## src/rtg_params.svh

```systemverilog
/*
 * Widths, burst sizing and the APB register map of the RTG display path.
 * Include this file wherever one of the macros is needed.
 */
`ifndef RTG_PARAMS_SVH
`define RTG_PARAMS_SVH

// Memory side
`define RTG_ADDR_W      25      // Word address into frame-buffer memory
`define RTG_BURST       4       // Words per memory request
`define RTG_FIFO_DEPTH  16      // Stream FIFO depth in words

// Register field widths
`define RTG_PW_W        4       // Clocks per fetch minus one
`define RTG_VB_W        7       // Extra vblank lines
`define RTG_APB_AW      12      // APB byte address width

// Register map, byte addresses
`define RTG_REG_CTRL    12'h000 // ena, clut mode, ext
`define RTG_REG_PIXW    12'h004 // Pixel width
`define RTG_REG_VBEND   12'h008 // Vblank end line count
`define RTG_REG_BASE    12'h00C // Frame base, bits 24..4
`define RTG_CLUT_BASE   12'h400 // 256 entries, one per word

`endif

```

## src/rtg_pkg.sv

```systemverilog
/*
 * Shared data types of the RTG display path.
 * Modules refer to them by scoped names.
 */
`include "rtg_params.svh"

package rtg_pkg;

	////////////////////////////////////////
	// Memory side
	////////////////////////////////////////

	typedef logic [15:0] word_t;                // One frame-buffer word
	typedef logic [`RTG_ADDR_W-1:0] addr_t;     // Word address

	////////////////////////////////////////
	// Colour side
	////////////////////////////////////////

	typedef logic [7:0] chan_t;                 // One colour channel

	// Packed as r in the top byte, b in the low byte
	typedef struct packed {
		chan_t r;                               // Red
		chan_t g;                               // Green
		chan_t b;                               // Blue
	} rgb_t;

	typedef logic [7:0] clut_idx_t;             // 8-bit palette index

endpackage

```

## src/rtg_cfg_if.sv

```systemverilog
/*
 * Register values and CLUT writes from the APB block to the datapath.
 * The register block takes the regs side, every datapath block the dp side.
 */
`timescale 1ns/100ps
`include "rtg_params.svh"

interface rtg_cfg_if;
	logic ena;                          // RTG screen on
	logic clut_mode;                    // 8-bit CLUT instead of RGB555
	logic ext;                          // Extend active area by one clock
	logic [`RTG_PW_W-1:0] pixel_width;  // Clocks per fetch minus one
	logic [`RTG_VB_W-1:0] vb_end;       // Lines of extra vblank
	rtg_pkg::addr_t base_addr;          // Frame start, low bits zero

	logic clut_we;                      // One-cycle palette write
	rtg_pkg::clut_idx_t clut_idx;
	rtg_pkg::rgb_t clut_rgb;

	modport regs (output ena, clut_mode, ext, pixel_width, vb_end, base_addr,
		clut_we, clut_idx, clut_rgb);
	modport dp (input ena, clut_mode, ext, pixel_width, vb_end, base_addr,
		clut_we, clut_idx, clut_rgb);
endinterface

```

## src/rtg_stream_fifo.sv

```systemverilog
/*
 * Frame-buffer fetcher with a word FIFO in front of the pixel formatter.
 * Issues one burst request at a time when a whole burst fits, stepping
 * the address from the frame base. Held clear in vblank or with RTG off.
 */
`timescale 1ns/100ps
`include "rtg_params.svh"

module rtg_stream_fifo (
	input  logic CLK_114,
	input  logic reset,
	input  logic vblank,
	rtg_cfg_if.dp cfg,
	output logic mem_req,
	output rtg_pkg::addr_t mem_addr,
	input  logic mem_fill,
	input  rtg_pkg::word_t mem_rdata,
	input  logic rd,
	output rtg_pkg::word_t q,
	output logic empty
);
	localparam int aw = $clog2(`RTG_FIFO_DEPTH);
	localparam int bw = $clog2(`RTG_BURST) + 1;

	rtg_pkg::word_t buffer [`RTG_FIFO_DEPTH];   // Word storage
	logic [aw-1:0] wr_ptr, rd_ptr;
	logic [aw:0] count;                         // Words held
	logic [aw:0] room;                          // Free slots
	logic [bw-1:0] burst_left;                  // Fills still due
	logic clr, push, pop, issue;

	assign clr = reset | vblank | ~cfg.ena;     // Restart each frame
	assign empty = count == '0;
	assign pop = rd & ~empty;                   // Ignore reads on empty
	assign push = mem_fill & (burst_left != '0); // Stray fills dropped
	assign room = (aw+1)'(`RTG_FIFO_DEPTH) - count;

	// Next burst only once the last one has landed
	assign issue = ~mem_req & (burst_left == '0) & (room >= (aw+1)'(`RTG_BURST));

	////////////////////////////////////////
	// Request side
	////////////////////////////////////////

	always_ff @(posedge CLK_114) begin
		if (clr) begin
			mem_req <= 1'b0;
			burst_left <= '0;
		end else begin
			if (issue) begin
				mem_req <= 1'b1;
				burst_left <= bw'(`RTG_BURST);
			end else if (push) begin
				burst_left <= burst_left - 1'b1;
			end
			if (mem_req && mem_fill)
				mem_req <= 1'b0;                // First word acks the request
		end
	end

	// Address of the pending or next request
	always_ff @(posedge CLK_114) begin
		if (clr)
			mem_addr <= cfg.base_addr;
		else if (mem_req && mem_fill)
			mem_addr <= mem_addr + rtg_pkg::addr_t'(`RTG_BURST);
	end

	////////////////////////////////////////
	// FIFO pointers
	////////////////////////////////////////

	always_ff @(posedge CLK_114) begin
		if (clr) begin
			wr_ptr <= '0;
			rd_ptr <= '0;
			count <= '0;
		end else begin
			if (push)
				wr_ptr <= wr_ptr + 1'b1;
			if (pop)
				rd_ptr <= rd_ptr + 1'b1;
			case ({push, pop})
				2'b10: count <= count + 1'b1;
				2'b01: count <= count - 1'b1;
				default: count <= count;            // Both or neither
			endcase
		end
	end

	always_ff @(posedge CLK_114) begin
		if (push)
			buffer[wr_ptr] <= mem_rdata;
	end

	assign q = buffer[rd_ptr];                  // Show-ahead head word
endmodule

```

## src/flat_wrapper.sv

```systemverilog
// flat-port wrapper written by rule: the top's interface ports become plain ports
module rtg_stream_fifo_flat 
  (CLK_114, reset, vblank, mem_req, mem_addr, mem_fill, mem_rdata, rd, q, empty, cfg_ena, cfg_clut_mode, cfg_ext, cfg_pixel_width, cfg_vb_end, cfg_base_addr, cfg_clut_we, cfg_clut_idx, cfg_clut_rgb);
  rtg_cfg_if cfg_i ();
  input  logic CLK_114;
  input  logic reset;
  input  logic vblank;
  output logic mem_req;
  output rtg_pkg::addr_t mem_addr;
  input  logic mem_fill;
  input  rtg_pkg::word_t mem_rdata;
  input  logic rd;
  output rtg_pkg::word_t q;
  output logic empty;
  input wire logic [$bits(cfg_i.ena)-1:0] cfg_ena;
  input wire logic [$bits(cfg_i.clut_mode)-1:0] cfg_clut_mode;
  input wire logic [$bits(cfg_i.ext)-1:0] cfg_ext;
  input wire logic [$bits(cfg_i.pixel_width)-1:0] cfg_pixel_width;
  input wire logic [$bits(cfg_i.vb_end)-1:0] cfg_vb_end;
  input wire logic [$bits(cfg_i.base_addr)-1:0] cfg_base_addr;
  input wire logic [$bits(cfg_i.clut_we)-1:0] cfg_clut_we;
  input wire logic [$bits(cfg_i.clut_idx)-1:0] cfg_clut_idx;
  input wire logic [$bits(cfg_i.clut_rgb)-1:0] cfg_clut_rgb;
  assign cfg_i.ena = cfg_ena;
  assign cfg_i.clut_mode = cfg_clut_mode;
  assign cfg_i.ext = cfg_ext;
  assign cfg_i.pixel_width = cfg_pixel_width;
  assign cfg_i.vb_end = cfg_vb_end;
  assign cfg_i.base_addr = cfg_base_addr;
  assign cfg_i.clut_we = cfg_clut_we;
  assign cfg_i.clut_idx = cfg_clut_idx;
  assign cfg_i.clut_rgb = cfg_clut_rgb;
  rtg_stream_fifo u_core (.CLK_114(CLK_114), .reset(reset), .vblank(vblank), .cfg(cfg_i), .mem_req(mem_req), .mem_addr(mem_addr), .mem_fill(mem_fill), .mem_rdata(mem_rdata), .rd(rd), .q(q), .empty(empty));
endmodule
```

## config.mk

```make
export PLATFORM = sky130hd
export DESIGN_NAME = rtg_stream_fifo_flat
export DESIGN_NICKNAME = d
export VERILOG_FILES = /design/src/rtg_pkg.sv /design/src/rtg_cfg_if.sv /design/src/rtg_stream_fifo.sv /design/src/flat_wrapper.sv
export VERILOG_INCLUDE_DIRS = /design/src /design/src/src
export SDC_FILE = /design/constraint.sdc
export NUM_CORES = 1
export LEC_CHECK = 0
export BUFFER_PORTS_ARGS = -buffer_cell sky130_fd_sc_hd__buf_2
export CAP_MARGIN = 20
export CORE_ASPECT_RATIO = 0.9
export CORE_MARGIN = 8
export CORE_UTILIZATION = 35
export DETAILED_ROUTE_END_ITERATION = 10
export HOLD_SLACK_MARGIN = 0.02
export SLEW_MARGIN = 20
export SYNTH_ARGS = -nofsm -noshare
export SYNTH_HDL_FRONTEND = slang
export SYNTH_SLANG_ARGS = --single-unit
export TNS_END_PERCENT = 1
```

## constraint.sdc

```tcl
create_clock -name CLK_114 -period 7.2 [get_ports CLK_114]
set_input_delay 0.36 -clock CLK_114 [delete_from_list [all_inputs] [get_ports CLK_114]]
set_output_delay 0.36 -clock CLK_114 [all_outputs]
set_load 0.005 [all_outputs]
```

# [Word level (Yosys, flattened, before mapping)]
# Memory sizes are Yosys's and may differ from the RTL's. A register that Yosys moved wholly into a read port is not among the register bits.
# Index checks and enable logic that the tools add are counted.
[op_classes] n_addsub=7 magnitude_cmp=1 n_eq_ne=2 muxes=9 n_bitwise=9 n_reduce_logical=9
[op_table] op="2-to-1 mux 25 bit" n=2
[op_table] op="adder 25 x 3 -> 25 bit, second input constant" n=1
[op_table] op="one-hot mux 5 bit (2 select lines)" n=1
[op_table] op="adder 4 x 1 -> 4 bit, second input constant" n=2
[op_table] op="2-to-1 mux 4 bit" n=2
[op_table] op="2-to-1 mux 3 bit" n=2
[op_table] op="nonzero test 2 bit" n=3
[op_table] op="adder 5 x 1 -> 5 bit, second input constant" n=1
[op_table] op=">= comparator 5 x 3 -> 1 bit, second input constant" n=1
[op_table] op="logical NOT 5 bit" n=1
[op_table] op="subtractor 5 x 1 -> 5 bit, second input constant" n=1
[op_table] op="subtractor 5 bit, first input constant" n=1
[op_table] op="AND 1 bit" n=4
[op_table] op="OR reduction 2 bit" n=2
[op_table] op="logical NOT 3 bit" n=1
[op_table] op="NOT 1 bit" n=3
[op_table] op="nonzero test 3 bit" n=1
[op_table] op="subtractor 3 x 1 -> 3 bit, second input constant" n=1
[op_table] op="equality test 2 x 1 -> 1 bit, second input constant" n=1
[op_table] op="equality test 2 bit, second input constant" n=1
[op_table] op="2-to-1 mux 1 bit" n=2
[op_table] op="bitwise OR 1 bit" n=2
[op_table] op="logical AND 1 bit" n=1
[word_totals] register_bits=42 ramBits=256 inputBits=93 out_inout_bits=43 word_cells=45 memories=1
[mem_list] memory="u_core.buffer" depth=16 width=16 read_ports=1 rd_clocked_by_memory_dff=1 write_ports=1 line="rtg_stream_fifo.sv:25" text="rtg_pkg::word_t buffer [`RTG_FIFO_DEPTH];"

# [Logic depth before layout (Yosys ltp)]
# Gate-level depths: netlist of run 1.
[depth] ltp_word=5 ltp_mapped=15

# [Least setup slack after synthesis of run 1]
# No wires, ideal clock.
[synth_timing] path_type="register -> register" start="reg u_core.burst_left[0]" end="mem u_core.buffer[3][0] (netlist name) (enable)" setup_ns=0.409 arrival_ns=2.448 t_required_ns=6.791 slack_ns=4.343 stages_incl_launch_ff=8 n_path_buf=1 synth_period_minus_slack_ns=2.857 path_cell_list="dfxtp_1 inv_1 ha_1 nand2b_1 and2_1 clkbuf_1 nand2_1 nor3_1"
[synth_between] elab_chain_cells=4
[synth_rtl] item="start, declared" line="rtg_stream_fifo.sv:29" text="logic [bw-1:0] burst_left;"
[synth_rtl] item="start signal, assigned" line="rtg_stream_fifo.sv:52" text="burst_left <= bw'(`RTG_BURST);"
[synth_rtl] item="start signal, assigned" line="rtg_stream_fifo.sv:54" text="burst_left <= burst_left - 1'b1;"
[synth_rtl] item="nonzero test 3 bit" line="rtg_stream_fifo.sv:35" text="assign push = mem_fill & (burst_left != '0);"
[synth_rtl] item="AND 1 bit" line="rtg_stream_fifo.sv:35"
[synth_rtl] item="2-to-1 mux 1 bit" line="rtg_stream_fifo.sv:92" text="if (push)"
[synth_rtl] item="2-to-1 mux 1 bit (implied by the code)" line="rtg_stream_fifo.sv:93" text="buffer[wr_ptr] <= mem_rdata;"
[synth_rtl] item="end, declared" line="rtg_stream_fifo.sv:25"
# Every way passes these cells.

==> qor.yml, run 1 <==
num_io_pins: 136
vias_per_cell: 4.95
dp.cells: 1190
fmaxAchievable_ghz: 0.279
root_buffer: "clkbuf_16"
period_needed_ns: 3.59
cts_resized: 0
finish.net_count: 860
power.density_nw_per_um2: 249
slew-limit-headroom: 0.259
firstDrtPassIters: 5
postLayoutCoreUtil: 0.413
filler_cell_count: 3158
post_drt_wl_per_cell_um: 20.3
cpMaxStageDelayCell: "buf_4"
cp_max_fo: 39
cts_buffers: 31
h-tree-depth: 1
maxcap_viol_count: 0
cts.reportedPaths.clkPinSlew_ns: 0.06
drt-total-wl_um: 25400
area_growth_pct: 16.8
post_synthesis_register_bit_count: 302
tritoncts: "yes"
timing.setup.critical_path_class: "reg -> out"
crit_path_end_kind: "output port"
synth_largest_type_area_fraction: 0.683
initial_core_util: 0.353
initialDrtViolationCount: 350
yosysWarnings: 0
layoutNonFillerInstCount: 1251
unrepaired_setup_endpoints_after_global_routing: "false"
grt_usage: 0.120
layout_setup_ws_ns: 3.61
fin_worst_hold_slack_ns: 0.0782
timing.clock.skew_ns: 0.00976
grt_start_max_net_pins: 69
tightestPinTransition_ns: 1.11
cts_setup_buffers: 0
synth.distinct_cells: 40
clock_insertion_delay_worst_skew_ns: 0.56
antenna_found_initial: 1
synth_async_sr_flop_share: 0
clock-sinks: 302
gpl.final_weighted_congestion: 0.724
cellLeakagePower_uw: 0.00479
final_min_period_over_clock_period: 0.498
worstPathCellList: "buf_4 -> mux4_1 -> mux4_2 -> buf_2"
dp_slack_ns: 4.09
first_pass_grt_wire_length_um: 39100
maxSlewViolCount: 0
die_y_um: 194
coreArea_um2: 35000
post-route-drc-count: 0
cpPeakStageDelay_ns: 0.68
placementRows: 65
synth.top_cells.by_area: "edfxtp_1 (68%), mux4_1 (10%), mux4_2 (5.8%)"
worst_ep_arrival_time_ns: 3.23
post_synthesis_sequential_area_ratio: 0.717
synth.most_common_cell: "edfxtp_1"
cts_hold_buf: 0
synthCells: 646
tns_ns: 0
critPathLaunchType: "register"
synth_nets: 750
timing_hold_violations_final: 0
die_area_um2: 41600
run_status: "completed"
synth.top_cells.by_count: "edfxtp_1 (281), mux4_1 (48), nand2_1 (46), mux4_2 (32), nor2_1 (32)"
layout-drive-gt1-share: 0.270
crit_required_ns: 6.84
antenna_violating_nets_post_route: 0
setup_viol: 0
worstHoldPathType: "in -> reg"
yosys.area.top_type: "edfxtp_1"
avgSynthCellArea_um2: 19.1
synth_enable_flop_cells: 281
power.ir.vdd_worst_uv: 197
dpl.hpwl_um: 14800
clk_path_buf_depth: 3
first_global_vias: 6444
syn-cell-area_um2: 12400
detailroute.via_count: 6189
overall_overflow_remaining_after_global_route: 0
io_buffers: 89
synth-main-ff-cell: "edfxtp_1"
chipWidth_um: 214
[cells in the final DEF (no fill, tap or decap), drive strengths merged, types with 2 or more instances in the layout]
cell	count
nand2	46
nor2	32
edfxtp	281
clkbuf	33
buf	110
and3	4
xnor2	18
and2	4
dfxtp	21
inv	16
nor3	15
nand4	4
mux4	80
and4	2
ha	11
a21oi	8
nand3	9
bufinv	3
mux2i	3
o21ai	24
a311oi	2
nand2b	6
clkinvlp	2
xor2	13
clkinv	19
nor4	3
[power breakdown]
| group | switching, uW | total [uW] | leakage, uW | internal, uW |
|---|---|---|---|---|
| Combinational | 53.8 | 92.0 | 0.00156 | 38.2 |
| Sequential | 15.7 | 1950 | 0.00273 | 1930 |
| Clock | 661 | 1560 | 0.000495 | 897 |
| Total | 730 | 3600 | 0.00479 | 2870 |
[critical path: cells and delay by family (launching register included)]
| kind | cells | cell delay (ns) |
|---|---|---|
| DFF | 1 | 0.66 |
| muxes | 2 | 1.15 |
| buffers and inverters | 2 | 0.83 |
[worst paths after layout]
| check | slack [ns] | from | to | depth (start not counted) |
|---|---|---|---|---|
| setup / recovery | 3.61 | register | q[7] | 4 |
| hold / removal | 0.08 | cfg_base_addr[13] | u_core.mem_addr[13]$_DFFE_PP_ | 3 |
| setup reg to reg | 4.29 | u_core.count[1]$_SDFFE_PP0P_ | u_core.count[2]$_SDFFE_PP0P_ | 10 |
| hold reg to reg | 0.50 | u_core.rd_ptr[1]$_SDFFE_PP0P_ | register | 2 |
[registers in the layout (all words and copies together) (netlist names), named ones only]
register	cells
u_core.buffer	256
u_core.mem_addr	25
u_core.mem_req	1
u_core.burst_left	3
u_core.rd_ptr	4
u_core.count	5
u_core.wr_ptr	4
[final cells by class]
class | instances | area, um^2 | share of cell area
Timing Repair Buffer | 110 | 631 | 0.0437
Multi-Input combinational cell | 296 | 3300 | 0.229
Inverter | 15 | 56.3 | 0.00390
Clock inverter | 25 | 216 | 0.0150
Antenna cell | 1 | 2.50 | 0.000173
Clock buffer | 33 | 783 | 0.0542
Sequential cell | 302 | 8860 | 0.614
Tap cell | 469 | 587 | 0.0406
[routing by layer]
| metal | part of all wire | track usage | up-vias | wire length, um |
|---|---|---|---|---|
| met5 | 0.00039 | 0 | - | 10 |
| met4 | 0.020 | 0.0289 | 2 | 517 |
| met3 | 0.054 | 0.0230 | 41 | 1360 |
| met2 | 0.48 | 0.197 | 161 | 12100 |
| met1 | 0.45 | 0.163 | 3133 | 11400 |
| li1 | - | - | 2852 | - |
[stage by stage]
stage / area (um^2) / total power [uW]
after floorplan: 12400 / 2020
after detailed placement: 13400 / 2080
after global placement: 13400 / 2080
after global routing: 14400 / 3710
final: 14400 / 3600
after CTS: 14400 / 3630
[logic make-up (layout without fill, tap and decap cells)]
logic type      Yosys count  count (layout)  synth area share
flops                   302             302             0.717
simple gates            129             129            0.0479
mux                      83              83             0.163
buf+inv                  48             183            0.0201
compound gates           42              42            0.0195
xor+xnor                 31              31            0.0220
fa+ha+maj                11              11            0.0111
other cells               0               1                 0
No activity file was read; power rests on OpenSTA's default activity.
==> inputs of run 2 (changes only) <==
--- a/config.mk
+++ b/config.mk
@@ -6,6 +6,7 @@
 export SDC_FILE = /design/constraint.sdc
 export NUM_CORES = 1
 export LEC_CHECK = 0
+export ABC_AREA = 1
 export BUFFER_PORTS_ARGS = -buffer_cell sky130_fd_sc_hd__buf_2
 export CAP_MARGIN = 20
 export CORE_ASPECT_RATIO = 0.9
==> constraint.sdc (replaced) <==
create_clock -name CLK_114 -period 3 [get_ports CLK_114]
set_input_delay 0.15 -clock CLK_114 [delete_from_list [all_inputs] [get_ports CLK_114]]
set_output_delay 0.15 -clock CLK_114 [all_outputs]
set_load 0.005 [all_outputs]
==> qor.yml, run 2 <==
run_status: "completed"
internal_power_uw: 7240  # +150%
synth_largest_type_area_fraction: 0.666  # -0.0161
synth.most_common_cell: "edfxtp_1"
cellLeakagePower_uw: 0.00538  # +12%
firstDrtPassIters: 5  # unchanged
timing_hold_violations_final: 0  # unchanged
r2r_slack_ns: 0.39  # -3.90 ns
synth.top_cells.by_count: "edfxtp_1 (281), nor2_1 (179), nand2_1 (138), o21ai_0 (133), o221ai_1 (54)"
unrepaired_setup_endpoints_after_global_routing: "false"
critPathLaunchType: "register"
dpl.hpwl_um: 18800  # +27%
worstHoldPathType: "in -> reg"
p_switching_uw: 1880  # +160%
sequentialPowerShare: 0.514  # -0.028
biggestRegsByFlops: "u_core.buffer (256), u_core.mem_addr (25), u_core.count (5)"
chipWidth_um: 216  # +1.1%
tns_ns: 0  # unchanged
num_antenna_cells: 0  # -1
clock_insertion_delay_worst_skew_ns: 0.52  # -0.04 ns
synth_nets: 1165  # +55%
yosys.area.top_type: "edfxtp_1"
post_synthesis_register_bit_count: 302  # unchanged
layout_setup_ws_ns: 0.389  # -3.23 ns
crit_required_ns: 3.44  # -3.40 ns
number_of_flip_flops_under_the_largest_register_name: 256  # unchanged
tightestPinTransition_ns: 0.910  # -0.200 ns
fin_area_um2: 15300  # +5.9%
holdPathEnd: "u_core.buffer[3][14]$_DFFE_PP_"
synth_async_sr_flop_share: 0  # unchanged
min-delay-start: "mem_rdata[14]"
final_min_period_over_clock_period: 0.870
post_drt_wl_per_cell_um: 19.2  # -5.6%
power.density_nw_per_um2: 596  # +140%
initial_core_util: 0.352  # -0.00103
avgSynthCellArea_um2: 11.9  # -38%
synth.top_cells.by_area: "edfxtp_1 (67%), nor2_1 (5.3%), o21ai_0 (5.3%)"
syn-cell-area_um2: 12700  # +2.4%
die_y_um: 196  # +1.1%
placementRows: 66  # +1.5%
antenna_violating_nets_post_route: 0  # unchanged
r2r-end: "u_core.count[4]$_SDFFE_PP0P_"
vias_per_cell: 5.16  # +4.2%
commonest_cells_after_routing_fill_and_taps_aside: "edfxtp_1 (281), nor2_1 (163), nand2_1 (138), o21ai_0 (133), buf_2 (89)"
slew-limit-headroom: 0.393  # +0.134
layout-drive-gt1-share: 0.166  # -0.105
power.ir.vdd_worst_uv: 296  # +50%
total_power_uw: 9120  # +150%
post-route-drc-count: 0  # unchanged
synth_enable_flop_cells: 281  # unchanged
grt_usage: 0.149  # +0.0293
worstReg2RegStart: "u_core.count[0]$_SDFFE_PP0P_"
dpl_cell_area_um2: 13800  # +2.8%
length_in_cells_of_the_worst_reg_to_reg_path: 19  # +9
maxcap_viol_count: 0  # unchanged
coreArea_um2: 35900  # +2.7%
maxSlewViolCount: 0  # unchanged
cts.reportedPaths.clkPinSlew_ns: 0.06  # about the same
clk_path_buf_depth: 3  # unchanged
crit_path_end_kind: "register"
h-tree-depth: 2  # +1
cts_setup_buffers: 0  # unchanged
num_io_pins: 136  # unchanged
overall_overflow_remaining_after_global_route: 0  # unchanged
comb_power_share: 0.035  # +0.009
gpl.final_weighted_congestion: 0.848  # +17%
first_pass_grt_wire_length_um: 49800  # +27%
timing.clock.skew_ns: 0.0189  # +0.00913 ns
drt-total-wl_um: 32600  # +28%
post_synthesis_sequential_area_ratio: 0.700  # -0.0169
synth.distinct_cells: 35  # -13%
initialDrtViolationCount: 810  # +130%
tritoncts: "yes"
detailroute.via_count: 8777  # +42%
synth-main-ff-cell: "edfxtp_1"
fin_worst_hold_slack_ns: 0.0336  # -0.0446 ns
die_area_um2: 42500  # +2.2%
synthCells: 1061  # +64%
dp_slack_ns: 0.445  # -3.65 ns
most_flops_register: "u_core.buffer"
root_buffer: "clkbuf_16"
cts_buffers: 34  # +9.7%
setup_viol: 0  # unchanged
yosysWarnings: 0  # unchanged
antenna_found_initial: 1  # unchanged
clock-sinks: 302  # unchanged
whs_path_depth: 1  # -2
share_clk_of_total_power: 0.451  # +0.018
io_buffers: 89  # unchanged
first_global_vias: 8413  # +31%
sw_frac_of_total: 0.206  # +0.00333
timing.setup.critical_path_class: "reg -> reg"
worst_ep_arrival_time_ns: 3.05  # -0.18 ns
layout_commonest_cell: "edfxtp_1"
grt_start_max_net_pins: 127  # +84%
fmaxAchievable_ghz: 0.383
area_growth_pct: 20.9
cp_max_fo: 6  # -85%
finish.net_count: 1305  # +52%
period_needed_ns: 2.61
run 2: cell count changes after synthesis, sizes merged, moves of 8 or more:
cell    previous run  this run
mux4              80         0
o211ai             0        11
o221ai             0        54
nor3              15         7
nor2              32       184
a21oi              8        18
xnor2             18         2
o21ai             24       148
clkbuf            15        35
nand2             46       142
o22ai              0        10
inv               15        48
nand3              9        36
run 2: logic make-up (layout without fill, tap and decap cells):
logic type / after synthesis / count (layout) / synth area share
AOI/OAI and AO/OA: 245 / 245 / 0.117
xor gates and xnor gates: 13 / 13 / 0.00899
adders and majority gates: 11 / 11 / 0.0109
buffers and inverters: 106 / 271 / 0.0378
DFF: 302 / 302 / 0.700
and+or+nand+nor: 384 / 384 / 0.126
run 2: worst max-delay path: stages (launching register included):
cell and delay [ns]:
dfxtp_1 0.34, or2_2 0.31, nor2_1 0.09, nand2_1 0.07, inv_1 0.05, ha_1 0.16
inv_1 0.04, nand2_1 0.12, inv_1 0.14, ha_1 0.29, xor2_1 0.20, ha_1 0.20
inv_1 0.04, nand2_1 0.10, nand2_1 0.06, nand2_1 0.07, nand3_1 0.07, nand2_1 0.06
inv_1 0.04, nor2_1 0.08
run 2: metal layers:
metal	global-route usage	up-vias	routed length [um]
met3	0.0265	42	2080
met1	0.207	4304	14800
met4	0.0383	2	553
met2	0.240	284	15200
met5	0	-	9
li1	-	4145	-
run 2: power groups by stage:
stage,Sequential (uW),Clock (uW),Combinational (uW)
after floorplan,4770,0,120
after global placement,4780,0,267
after detailed placement,4780,0,274
after CTS,4690,4200,316
after global routing,4690,4370,353
final,4690,4110,318
run 2: final cells by class:
class	instances	area (um^2)
flip-flops and latches	302	8860
clock buffers	44	931
inverters	49	185
multi-input cells	653	3360
repair buffers	161	1180
well taps	476	596
clock inverters	17	181
fillers	3317	20600
run 2: per-stage QoR:
stage | instances | utilization
finish | 1702 | 0.426
global route | 1702 | 0.426
CTS | 1701 | 0.425
detailed placement | 1601 | 0.383
global placement | 1601 | 0.383
floorplan | 1061 | -
run 2: worst max-delay path by stage:
stage	start	cells past startpoint	to
5_1_grt	u_core.count[0]$_SDFFE_PP0P_	19	u_core.count[4]$_SDFFE_PP0P_
3_5_place_dp	u_core.count[0]$_SDFFE_PP0P_	16	u_core.count[2]$_SDFFE_PP0P_
2_1_floorplan	u_core.count[0]$_SDFFE_PP0P_	16	u_core.count[2]$_SDFFE_PP0P_
4_1_cts	u_core.count[0]$_SDFFE_PP0P_	19	u_core.count[4]$_SDFFE_PP0P_
6_report	u_core.count[0]$_SDFFE_PP0P_	19	u_core.count[4]$_SDFFE_PP0P_
3_3_place_gp	u_core.count[0]$_SDFFE_PP0P_	19	u_core.count[4]$_SDFFE_PP0P_
run 2: what timing repair did:
item                       in CTS  in global routing
resized for setup               0                  0
hold endpoints to repair      219                  0
setup endpoints to repair       0                  0
hold buffers                   39                  0
==> inputs of run 3 (changes only) <==
--- a/config.mk
+++ b/config.mk
@@ -7,7 +7,8 @@
 export NUM_CORES = 1
 export LEC_CHECK = 0
 export ABC_AREA = 1
-export BUFFER_PORTS_ARGS = -buffer_cell sky130_fd_sc_hd__buf_2
+export ABC_CLOCK_PERIOD_IN_PS = 3000
+export BUFFER_PORTS_ARGS = -buffer_cell sky130_fd_sc_hd__clkbuf_2
 export CAP_MARGIN = 20
 export CORE_ASPECT_RATIO = 0.9
 export CORE_MARGIN = 8
==> qor.yml, run 3 (synthesized netlist as in run 2, its figures left out) <==
chipWidth_um: 216  # unchanged
crit_family: "simple AND/OR/NAND/NOR gates"
initialDrtViolationCount: 773  # -4.6%
gpl.final_weighted_congestion: 0.859  # +1.4%
most_flops_register: "u_core.buffer"
timing.clock.skew_ns: 0.0238  # +0.00491 ns
cpPeakStageDelay_ns: 0.34  # about the same
sequentialPowerShare: 0.522  # +0.008
h-tree-depth: 2  # unchanged
critPathLaunchType: "register"
run_status: "completed"
tightestPinTransition_ns: 0.883  # -0.0274 ns
drt-total-wl_um: 32400  # -0.76%
die_y_um: 196  # unchanged
crit_path_end_kind: "register"
detailroute.via_count: 8822  # +0.51%
fin_worst_hold_slack_ns: 0.0494  # +0.0158 ns
period_needed_ns: 2.58  # -0.0273 ns
antenna_violating_nets_post_route: 0  # unchanged
setup_viol: 0  # unchanged
cts_buffers: 34  # unchanged
vias_per_cell: 5.23  # +1.3%
post-route-drc-count: 0  # unchanged
number_of_flip_flops_under_the_largest_register_name: 256  # unchanged
maxcap_viol_count: 0  # unchanged
internal_power_uw: 7110  # -1.8%
cp_num_buf_inv: 5  # unchanged
antenna_found_initial: 2  # +1
tritoncts: "yes"
first_pass_grt_wire_length_um: 50200  # +0.90%
worstPathCellList: "or2_2 -> nor2_1 -> nand2_1 -> inv_1 -> ha_1 -> inv_1 -> nand2_1 -> inv_1 -> ha_1 -> xor2_1 -> ha_1 -> inv_1 -> nand2_1 -> nand2_1 -> nand2_1 -> nand3_1 -> nand2_1 -> inv_1 -> nor2_1"
grt_start_max_net_pins: 99  # -22%
layout_commonest_cell: "edfxtp_1"
worstHoldPathType: "in -> reg"
num_antenna_cells: 0  # unchanged
io_buffers: 89  # unchanged
worst_ep_arrival_time_ns: 3.03  # -0.02 ns
most_repeated_library_cell_on_the_critical_path: "nand2_1"
maxSlewViolCount: 0  # unchanged
num_io_pins: 136  # unchanged
post_drt_wl_per_cell_um: 19.2  # about the same
overall_overflow_remaining_after_global_route: 0  # unchanged
coreArea_um2: 35900  # unchanged
layout_setup_ws_ns: 0.416  # +0.0273 ns
placementRows: 66  # unchanged
timing.setup.critical_path_class: "reg -> reg"
cp_max_fo: 6  # unchanged
share_clk_of_total_power: 0.444  # -0.007
cts.reportedPaths.clkPinSlew_ns: 0.06  # about the same
comb_power_share: 0.034  # about the same
crit_required_ns: 3.45  # about the same
sw_frac_of_total: 0.208  # +0.00225
grt_usage: 0.150  # +0.00113
r2r_slack_ns: 0.42  # +0.03 ns
area_growth_pct: 19.3
filler_cell_count: 3346  # +0.87%
initial_core_util: 0.352  # unchanged
layout-drive-gt1-share: 0.163  # -0.00221
power.density_nw_per_um2: 595  # -0.22%
slew-limit-headroom: 0.411  # +0.0183
dpl.hpwl_um: 18800  # +0.14%
timing_hold_violations_final: 0  # unchanged
die_area_um2: 42500  # unchanged
tns_ns: 0  # unchanged
first_global_vias: 8594  # +2.2%
firstDrtPassIters: 5  # unchanged
clock-sinks: 302  # unchanged
cellLeakagePower_uw: 0.00531  # -1.3%
cts_setup_buffers: 0  # unchanged
cpMaxStageDelayCell: "dfxtp_1"
cts_resized: 0  # unchanged
root_buffer: "clkbuf_16"
clk_path_buf_depth: 3  # unchanged
finish.net_count: 1290  # -1.1%
power.ir.vdd_worst_uv: 307  # +3.9%
commonest_cells_after_routing_fill_and_taps_aside: "edfxtp_1 (281), nor2_1 (163), nand2_1 (138), o21ai_0 (133), clkbuf_2 (89)"
clock_insertion_delay_worst_skew_ns: 0.52  # about the same
fmaxAchievable_ghz: 0.387  # +1.1%
p_switching_uw: 1870  # -0.42%
unrepaired_setup_endpoints_after_global_routing: "false"
final_min_period_over_clock_period: 0.861  # -0.00909
biggestRegsByFlops: "u_core.buffer (256), u_core.mem_addr (25), u_core.count (5)"
dp_slack_ns: 0.448  # +0.00299 ns
==> run 3: cell count changes in the layout (fill, tap and decap cells not counted), sizes merged <==
cell         delta
bufinv          -1
inv             +1
buf            -92
clkinvlp        +1
dlygate4sd3    -12
clkbuf         +88
clkinv          +1
==> run 3: final timing paths <==
check / start / end / depth (start not counted)
worst max-delay path: u_core.count[0]$_SDFFE_PP0P_ / u_core.count[4]$_SDFFE_PP0P_ / 19
worst min-delay path: mem_rdata[11] / u_core.buffer[9][11]$_DFFE_PP_ / 1
worst max register to register: u_core.count[0]$_SDFFE_PP0P_ / u_core.count[4]$_SDFFE_PP0P_ / 19
worst min register to register: u_core.rd_ptr[1]$_SDFFE_PP0P_ / register / 2
==> run 3: layer usage <==
metal | GRT usage | wire [um] | vias to the layer above
met1 | 0.203 | 14500 | 4389
met5 | 0 | 24 | -
li1 | - | - | 4111
met2 | 0.240 | 15100 | 257
met4 | 0.0511 | 770 | 4
met3 | 0.0290 | 1930 | 61
==> run 3: power groups by stage <==
stage | clock (uW) | sequential [uW] | combinational, uW
floorplan | 0 | 4770 | 120
global placement | 0 | 4780 | 268
detailed placement | 0 | 4780 | 273
CTS | 4080 | 4690 | 302
global route | 4250 | 4700 | 335
finish | 3990 | 4690 | 301
==> run 3: area by class of cell <==
class,count,area [um^2],share of cell area
Clock buffer,43,916,0.0606
Clock inverter,19,156,0.0104
Inverter,49,185,0.0123
Multi-Input combinational cell,653,3360,0.223
Sequential cell,302,8860,0.587
Tap cell,476,596,0.0394
Timing Repair Buffer,146,1020,0.0678
==> run 3: stage by stage <==
stage	std cells	util	power (uW)	instance area [um^2]
final	1688	0.421	8980	15100
after CTS	1687	0.420	9080	15100
after global routing	1688	0.421	9280	15100
after floorplan	1061	-	4890	12700
after detailed placement	1598	0.383	5050	13700
after global placement	1598	0.383	5050	13700
==> run 3: repair_timing <==
action | CTS | global route
endpoints found under the hold margin | 33 | 0
endpoints found under the setup margin | 0 | 0
hold buffers | 27 | 0
